[src/design/shift_buffer_pkg.sv]
// shift buffer package: sizes, widths, row/beat types, configuration and tag structs
package shift_buffer_pkg;

    // pixel and array sizes
    localparam int DATA_WIDTH   = 16;   // bits per pixel word
    localparam int CONV_UNITS   = 8;    // words per output beat
    localparam int KERNEL_H_MAX = 3;
    localparam int KERNEL_W_MAX = 3;

    // padded row carries the extra words needed for the tallest kernel
    localparam int ROW_WORDS = CONV_UNITS + KERNEL_H_MAX - 1;   // 10 words

    // widths of the "minus one" kernel fields
    localparam int KERNEL_H_WIDTH = $clog2(KERNEL_H_MAX + 1);   // 2
    localparam int KERNEL_W_WIDTH = $clog2(KERNEL_W_MAX + 1);   // 2

    // counter widths
    localparam int CIN_WIDTH    = 10;
    localparam int BLOCKS_WIDTH = 10;

    // one pixel word
    typedef logic [DATA_WIDTH-1:0] pixel_t;

    // padded input row, word 0 in the low bits
    typedef pixel_t [ROW_WORDS-1:0] row_t;

    // one output beat, word 0 in the low bits
    typedef pixel_t [CONV_UNITS-1:0] beat_t;

    // job configuration, sampled on start
    // every *_1 field is the real value minus one
    typedef struct packed {
        logic [KERNEL_H_WIDTH-1:0] kernel_h_1;
        logic [KERNEL_W_WIDTH-1:0] kernel_w_1;
        logic                      is_max;     // passed through to tag
        logic                      is_relu;    // passed through to tag
        logic [CIN_WIDTH-1:0]      cin_1;      // input channels per group
        logic [BLOCKS_WIDTH-1:0]   blocks_1;   // blocks per job
    } conv_cfg_t;   // 26 bits

    // user word sent with every beat
    // declared msb first so is_1x1 lands on bit 0, is_blocks_2 on bit 3
    typedef struct packed {
        logic is_blocks_2;   // block before last (depends on kernel_w)
        logic is_relu;
        logic is_max;
        logic is_1x1;        // kernel_h == 1
    } beat_tag_t;   // 4 bits

    // shifter output: one beat plus end-of-row marker
    typedef struct packed {
        beat_t data;
        logic  last_shift;   // final shifted copy of this row
    } shift_beat_t;   // 129 bits

    // configuration seen after reset: 2x2 kernel fields, everything else zero
    localparam conv_cfg_t CFG_RESET = '{
        kernel_h_1: KERNEL_H_WIDTH'(1),
        kernel_w_1: KERNEL_W_WIDTH'(1),
        is_max:     1'b0,
        is_relu:    1'b0,
        cin_1:      '0,
        blocks_1:   '0
    };

endpackage

[src/design/row_skid_buffer.sv]
// row_skid_buffer: two-entry skid buffer with registered input ready for padded rows
`timescale 1ns/1ps

module row_skid_buffer (
    input  logic                   aclk,
    input  logic                   rst_n,
    // upstream row stream
    input  shift_buffer_pkg::row_t s_row,
    input  logic                   s_valid,
    output logic                   s_ready,     // flop, high while skid entry empty
    // row to shifter
    output shift_buffer_pkg::row_t row,
    output logic                   row_valid,
    input  logic                   row_ready
);

    shift_buffer_pkg::row_t skid_row;     // overflow entry
    logic                   skid_valid;

    logic in_fire;          // row accepted from upstream
    logic out_free;         // output entry empty or draining this cycle
    logic skid_valid_next;
    logic row_valid_next;

    assign in_fire  = s_valid && s_ready;
    assign out_free = !row_valid || row_ready;

    // skid entry fills only when the output is stuck and a row arrives
    // it drains into the output entry as soon as that frees up
    assign skid_valid_next = !out_free && (skid_valid || in_fire);

    // output stays full when stuck, else refilled from skid first, then input
    assign row_valid_next = out_free ? (skid_valid || in_fire) : 1'b1;

    // control flops
    always_ff @(posedge aclk) begin
        if (!rst_n) begin
            row_valid  <= 1'b0;
            skid_valid <= 1'b0;
            s_ready    <= 1'b1;   // empty after reset
        end else begin
            row_valid  <= row_valid_next;
            skid_valid <= skid_valid_next;
            s_ready    <= !skid_valid_next;   // one free entry keeps us ready
        end
    end

    // payload flops
    always_ff @(posedge aclk) begin
        if (out_free) begin
            if (skid_valid) begin
                row <= skid_row;   // older row goes first, keeps order
            end else if (in_fire) begin
                row <= s_row;      // straight through
            end
        end
        if (in_fire && !out_free) begin
            skid_row <= s_row;     // park while output stalls
        end
    end

endmodule

[src/design/row_shifter.sv]
// row_shifter: holds one padded row and emits kernel_h shifted beats with a last-shift mark
`timescale 1ns/1ps

module row_shifter (
    input  logic                                          aclk,
    input  logic                                          rst_n,
    // padded row in
    input  shift_buffer_pkg::row_t                        row,
    input  logic                                          row_valid,
    output logic                                          row_ready,
    // kernel height minus one, from captured config
    input  logic [shift_buffer_pkg::KERNEL_H_WIDTH-1:0]   kernel_h_1,
    // shifted beats out
    output shift_buffer_pkg::shift_beat_t                 shift,
    output logic                                          shift_valid,
    input  logic                                          shift_ready
);

    // row register, word 0 always at the bottom of the current beat
    shift_buffer_pkg::row_t row_q;

    // index of the copy currently on the output
    logic [shift_buffer_pkg::KERNEL_H_WIDTH-1:0] shift_idx;

    logic take;       // downstream takes current beat
    logic is_last;    // current beat is the final shift of the row
    logic load;       // new row enters this cycle

    assign take    = shift_valid && shift_ready;
    assign is_last = (shift_idx == kernel_h_1);

    // empty, or the last copy leaves now, so back-to-back rows have no bubble
    assign row_ready = !shift_valid || (take && is_last);
    assign load      = row_valid && row_ready;

    // beat s = words s .. s+CONV_UNITS-1 of the original row
    // row_q has been shifted down s words by now, so the low words are the beat
    assign shift.data       = row_q[shift_buffer_pkg::CONV_UNITS-1:0];
    assign shift.last_shift = is_last;

    // control
    always_ff @(posedge aclk) begin
        if (!rst_n) begin
            shift_valid <= 1'b0;
            shift_idx   <= '0;
        end else begin
            if (load) begin
                shift_valid <= 1'b1;
                shift_idx   <= '0;                   // first copy unshifted
            end else if (take) begin
                if (is_last) begin
                    shift_valid <= 1'b0;             // row used up
                    shift_idx   <= '0;
                end else begin
                    shift_idx <= shift_idx + 1'b1;   // next copy
                end
            end
        end
    end

    // row data, shifted down one word per accepted beat
    always_ff @(posedge aclk) begin
        if (load) begin
            row_q <= row;
        end else if (take && !is_last) begin
            // top word filled with zero, never reaches the beat window
            row_q <= {shift_buffer_pkg::DATA_WIDTH'(0),
                      row_q[shift_buffer_pkg::ROW_WORDS-1:1]};
        end
    end

endmodule

[src/design/beat_tagger.sv]
// beat_tagger: config capture, channel/block counters, output register with last, user and done
`timescale 1ns/1ps

module beat_tagger (
    input  logic                                          aclk,
    input  logic                                          rst_n,
    // job control
    input  logic                                          start,
    input  shift_buffer_pkg::conv_cfg_t                   cfg,
    output shift_buffer_pkg::conv_cfg_t                   active_cfg,
    output logic [shift_buffer_pkg::KERNEL_H_WIDTH-1:0]   kernel_h_1,
    // shifted beats in
    input  shift_buffer_pkg::shift_beat_t                 shift,
    input  logic                                          shift_valid,
    output logic                                          shift_ready,
    // output stream
    output shift_buffer_pkg::beat_t                       m_data,
    output logic                                          m_valid,
    input  logic                                          m_ready,
    output logic                                          m_last,
    output shift_buffer_pkg::beat_tag_t                   m_user,
    output logic                                          done
);

    shift_buffer_pkg::conv_cfg_t cfg_q;   // configuration in force

    logic [shift_buffer_pkg::CIN_WIDTH-1:0]    cin_count;   // channel of incoming row
    logic [shift_buffer_pkg::BLOCKS_WIDTH-1:0] blk_count;   // block of incoming beat
    logic [shift_buffer_pkg::BLOCKS_WIDTH-1:0] blocks_2_idx;

    logic in_fire;      // beat moves into output register
    logic out_fire;     // output beat taken downstream
    logic last_in;      // incoming beat closes a channel group
    logic final_in;     // incoming beat closes the whole job
    logic final_q;      // registered with the beat, marks job end

    shift_buffer_pkg::beat_tag_t tag_in;

    assign active_cfg = cfg_q;
    assign kernel_h_1 = cfg_q.kernel_h_1;

    // single register stage, refill while draining
    assign shift_ready = !m_valid || m_ready;
    assign in_fire     = shift_valid && shift_ready;
    assign out_fire    = m_valid && m_ready;

    assign last_in  = shift.last_shift && (cin_count == cfg_q.cin_1);
    assign final_in = last_in && (blk_count == cfg_q.blocks_1);

    // blocks_1 - floor(kernel_w_1 / 2), wraps in counter width
    assign blocks_2_idx = cfg_q.blocks_1
                        - shift_buffer_pkg::BLOCKS_WIDTH'(cfg_q.kernel_w_1 >> 1);

    always_comb begin
        tag_in.is_1x1      = (cfg_q.kernel_h_1 == '0);
        tag_in.is_max      = cfg_q.is_max;
        tag_in.is_relu     = cfg_q.is_relu;
        tag_in.is_blocks_2 = (blk_count == blocks_2_idx);
    end

    // configuration, held until next start
    always_ff @(posedge aclk) begin
        if (!rst_n) begin
            cfg_q <= shift_buffer_pkg::CFG_RESET;
        end else if (start) begin
            cfg_q <= cfg;
        end
    end

    // channel and block counters, both counted on the way into the register
    // so the block index is already settled for the next beat
    always_ff @(posedge aclk) begin
        if (!rst_n || start) begin
            cin_count <= '0;
            blk_count <= '0;
        end else if (in_fire && shift.last_shift) begin
            if (last_in) begin
                cin_count <= '0;   // group done
                if (blk_count == cfg_q.blocks_1) begin
                    blk_count <= '0;
                end else begin
                    blk_count <= blk_count + 1'b1;
                end
            end else begin
                cin_count <= cin_count + 1'b1;
            end
        end
    end

    // output control
    always_ff @(posedge aclk) begin
        if (!rst_n) begin
            m_valid <= 1'b0;
            m_last  <= 1'b0;
            m_user  <= '0;
            final_q <= 1'b0;
        end else if (in_fire) begin
            m_valid <= 1'b1;
            m_last  <= last_in;
            m_user  <= tag_in;
            final_q <= final_in;
        end else if (out_fire) begin
            m_valid <= 1'b0;   // empty, nothing new
        end
    end

    // output payload
    always_ff @(posedge aclk) begin
        if (in_fire) begin
            m_data <= shift.data;
        end
    end

    // done level, set by the last beat of the last block
    always_ff @(posedge aclk) begin
        if (!rst_n || start) begin
            done <= 1'b0;
        end else if (out_fire && m_last && final_q) begin
            done <= 1'b1;
        end
    end

endmodule

[src/design/axis_shift_buffer.sv]
// axis_shift_buffer: top level joining skid buffer, row shifter and beat tagger
`timescale 1ns/1ps

module axis_shift_buffer (
    input  logic                          aclk,
    input  logic                          rst_n,
    // job control
    input  logic                          start,     // one-cycle pulse, samples cfg
    input  shift_buffer_pkg::conv_cfg_t   cfg,
    output logic                          done,
    // padded rows in
    input  shift_buffer_pkg::row_t        s_row,
    input  logic                          s_valid,
    output logic                          s_ready,
    // shifted beats out
    output shift_buffer_pkg::beat_t       m_data,
    output logic                          m_valid,
    input  logic                          m_ready,
    output logic                          m_last,
    output shift_buffer_pkg::beat_tag_t   m_user,
    output shift_buffer_pkg::conv_cfg_t   active_cfg
);

    // skid buffer to shifter
    shift_buffer_pkg::row_t row;
    logic                   row_valid;
    logic                   row_ready;

    // shifter to tagger
    shift_buffer_pkg::shift_beat_t shift;
    logic                          shift_valid;
    logic                          shift_ready;

    logic [shift_buffer_pkg::KERNEL_H_WIDTH-1:0] kernel_h_1;   // from captured cfg

    row_skid_buffer skid_i (
        .aclk      (aclk),
        .rst_n     (rst_n),
        .s_row     (s_row),
        .s_valid   (s_valid),
        .s_ready   (s_ready),
        .row       (row),
        .row_valid (row_valid),
        .row_ready (row_ready)
    );

    row_shifter shifter_i (
        .aclk        (aclk),
        .rst_n       (rst_n),
        .row         (row),
        .row_valid   (row_valid),
        .row_ready   (row_ready),
        .kernel_h_1  (kernel_h_1),
        .shift       (shift),
        .shift_valid (shift_valid),
        .shift_ready (shift_ready)
    );

    beat_tagger tagger_i (
        .aclk        (aclk),
        .rst_n       (rst_n),
        .start       (start),
        .cfg         (cfg),
        .active_cfg  (active_cfg),
        .kernel_h_1  (kernel_h_1),
        .shift       (shift),
        .shift_valid (shift_valid),
        .shift_ready (shift_ready),
        .m_data      (m_data),
        .m_valid     (m_valid),
        .m_ready     (m_ready),
        .m_last      (m_last),
        .m_user      (m_user),
        .done        (done)
    );

endmodule

[config.mk]
export PLATFORM = sky130hd
export DESIGN_NAME = axis_shift_buffer
export DESIGN_NICKNAME = d
export VERILOG_FILES = /design/src/design/shift_buffer_pkg.sv /design/src/design/row_skid_buffer.sv /design/src/design/row_shifter.sv /design/src/design/beat_tagger.sv /design/src/design/axis_shift_buffer.sv
export SDC_FILE = /design/constraint.sdc
export NUM_CORES = 1
export LEC_CHECK = 0
export BUFFER_PORTS_ARGS = -buffer_cell sky130_fd_sc_hd__buf_2
export CAP_MARGIN = 20
export CELL_PAD_IN_SITES_DETAIL_PLACEMENT = 0
export CELL_PAD_IN_SITES_GLOBAL_PLACEMENT = 1
export CORE_AREA = 2 2 247 298
export CTS_BUF_LIST = sky130_fd_sc_hd__clkbuf_4 sky130_fd_sc_hd__clkbuf_8
export CTS_CLUSTER_DIAMETER = 100
export DETAILED_ROUTE_END_ITERATION = 12
export DIE_AREA = 0 0 249 300
export GPL_TIMING_DRIVEN = 0
export PLACE_DENSITY = 0.7
export RECOVER_POWER = 100
export SLEW_MARGIN = 30
export SYNTH_ARGS = -nofsm -noshare
export SYNTH_HDL_FRONTEND = slang
export SYNTH_SLANG_ARGS = --single-unit
[constraint.sdc]
create_clock -name aclk -period 17.7 [get_ports aclk]
set_clock_uncertainty 0.15 [all_clocks]
set_input_delay 1.77 -clock aclk [delete_from_list [all_inputs] [get_ports aclk]]
set_output_delay 1.77 -clock aclk [all_outputs]
set_load 0.05 [all_outputs]
==> impl_results.md <==
- Outcome: finished with violations
- Failing checks: max-capacitance violations, max-slew violations
- RePlAce Congestion: between 0.7 and 0.8
- Clock Latency Late Sink: around 0.74 ns
- CTS H-tree depth: 3
- Final Hold Fails: 0
- Number of enable flip-flop cells after synthesis: slightly above 600
- Worst r2r path cells: 7
- Cell type with the largest total area after synthesis: edfxtp_1
- Initial Util: 0.348
- Most common flop cell mapped by yosys: edfxtp_1
- Die area: 74700 um^2
- Vias in the first global route: 13900
- Hold WS: 0.267 ns
- Worst-path fanout max: ~50
- IO buf count: ~350
- Area of the core: between 70000 and 80000 um^2
- Max-Cap Viols: 6
- Gr ovfl total: 0
- # fillers: 6643
- First-pass GRT wire length: roughly 90000 um
- Syn_nets: between 1000 and 1500
- Type of the worst min-delay path: reg2reg
- Num CTS Buffers: between 100 and 150
- Nets: 1982
- Dpl cell area: 28500 um^2
- Gr usage total: 0.160
- Top post-synthesis cells by area: edfxtp_1 (73%), mux2_2 (14%), dfxtp_1 (4.8%)
- RSZ-0062 raised after global routing: false
- Post-route ant nets: 0
- Final Cell Area: approximately 30000 um^2
- Critical Path RT: 17.83 ns
- Share of post-route cells with drive strength above 1: 0.285
- Most frequent cell after synthesis: edfxtp_1
- Area Overhead vs Synth: 19.6%
- VDD IR max: between 50 and 60 uV
- Total Wirelength: 60200 um
- Yosys warnings: 0
- Power per cell area: roughly 120 nW/um^2
- Number of library cell types mapped by synthesis: 44
- Worst EP arrival: roughly 10 ns
- CTS clk-pin slew, worst paths: approximately 0.05 ns
- Post-Syn Area per Cell: around 19 um^2
- CTS Buffer Depth: 3
- # setup viols final: 0
- TritonCTS Sinks: around 670
- Per-cell routed wire length: between 20 and 25 um
- Starting DRC count in detailed routing: 690
- Total number of vias: between 10000 and 15000
- Chip width: 249 um
- Worst Hold End: tagger_i.m_data[14]
- Yosys reg bits: between 600 and 700
- FFs w/ async S/R, synth: 0
- Minimum clock period: between 9 and 10 ns
- Setup TNS Final: 0 ns
- Netlist Area Pre-Place: 25000 um^2
- Crit end category: flip-flop
- Register-to-register setup slack: 8.62 ns
- Share of Yosys cell area claimed by the top area cell type: 0.732
- Final core area utilization: 0.416
- Largest net degree at the start of global routing: 82
- Initial antenna violation count: 8
- CTS tree: done
- Pre-antenna DRT Iters: 5
- Dpl hpwl: approximately 43000 um
- R2r startpoint: shifter_i.shift_valid
- Min-Delay Path Depth: 0
- Worst r2r dst: shifter_i.shift[5]
- Hold_sp: shifter_i.shift[15]
- Final worst slack: between 7 and 8 ns
- Gate count of the mapped netlist: around 1300
- Post-CTS Setup Bufs: 0
- Least-Margin Pin Slew: 4.83 ns
- Top Ports: 353
- Height of the die: around 300 um
- Hold buffer count at cts: 0
- Seq/Total Area, Yosys: 0.780
- Startpoint Class: input pin
- Leak pwr: roughly 10 nW
- Fmax: about 100 MHz
- Row Count: 108
- Slew margin rel.: -2.22
- Critical path type: in2reg
- CTS Root Cell: clkbuf_8
- Detailed-route DRC error count: 0
- Post-synth top cells: edfxtp_1 (608), mux2_2 (304), dfxtp_1 (60), nand2_1 (37), clkbuf_1 (36)
- Post-DR vias/cell: 4.71
- Part of the cycle the worst path needs: 0.564
- Post-CTS resize count: 0
- Post-Place Setup Slack: 12.44 ns
- Final Slew Violations: 269
==> state kept, by name (all words and copies together) (netlist names), 2 cells and up <==
register and cells:
tagger_i.m_user 4, skid_i.row 160, tagger_i.active_cfg 24, tagger_i.m_data 128, tagger_i.cin_count 10, shifter_i.row_q 32, tagger_i.blk_count 10, shifter_i.shift 128
tagger_i.kernel_h_1 2, shifter_i.shift_idx 2, skid_i.skid_row 160
==> power by group <==
group,switching (mW),internal [mW]
clock network,0.631,0.745
logic,0.203,0.0884
registers,0.0408,1.86
==> kinds of logic (layout without fill, tap and decap cells) <==
family                     after synthesis  after routing  synth area share
AOI/OAI and AO/OA                       43             43            0.0116
xor gates and xnor gates                38             38            0.0133
adders and majority gates                4              4           0.00201
buffers and inverters                   62            638            0.0106
DFF                                    668            668             0.780
muxes                                  331            331             0.148
other                                    0              4                 0
and+or+nand+nor                        156            156            0.0345
==> stage by stage <==
step           power [mW]  instances
5_1_grt              3.71       2814
6_report             3.57       2817
3_5_place_dp         2.25       2613
3_3_place_gp         2.26       2588
2_1_floorplan        2.13       1302
4_1_cts              3.65       2813
==> worst max-delay path: stages <==
cell and delay, ns:
clkbuf_1 0.16, nand2b_1 0.17, nand2_1 0.21, clkinvlp_2 1.72
o21ai_0 0.35, nand2_1 0.99, clkbuf_1 1.09, clkbuf_1 1.62
clkbuf_1 1.92
==> worst max-delay path by stage <==
stage	cells after the start	end	from
after floorplan	4	skid_i.row[0]	m_ready
after global placement	5	skid_i.row[4]	m_ready
after detailed placement	11	shifter_i.shift[5]	m_ready
after CTS	11	shifter_i.shift[5]	m_ready
after global routing	9	shifter_i.shift[5]	m_ready
final	9	shifter_i.shift[5]	m_ready
==> cell type report <==
class / instances / area [um^2] / share of cell area
Clock inverter: 60 / 500 / 0.0168
Clock buffer: 140 / 1720 / 0.0577
Antenna cell: 4 / 10.0 / 0.000335
Buffer: 55 / 221 / 0.00742
Tap cell: 935 / 1170 / 0.0392
Inverter: 7 / 27.5 / 0.000923
Sequential cell: 668 / 19500 / 0.652
Timing Repair Buffer: 376 / 1510 / 0.0504
Multi-Input combinational cell: 572 / 5220 / 0.175
==> layout by cell type (no fill, tap or decap), types with 27 or more instances in the layout <==
cell      instances
clkbuf_4         33
edfxtp_1        608
clkinv_1         27
nand2_1          37
clkbuf_8        107
dfxtp_1          60
clkbuf_1        351
mux2i_1          27
nor2b_1          29
buf_2            75
mux2_2          278
==> routing by layer <==
| metal | GRT usage | vias to the layer above | share of wire |
|---|---|---|---|
| met1 | 0.194 | 6638 | 0.41 |
| li1 | - | 6062 | - |
| met4 | 0.0556 | 8 | 0.022 |
| met3 | 0.0423 | 95 | 0.068 |
| met2 | 0.275 | 459 | 0.50 |
| met5 | 0 | - | 0.00080 |
(Power assumes the default switching activity.)
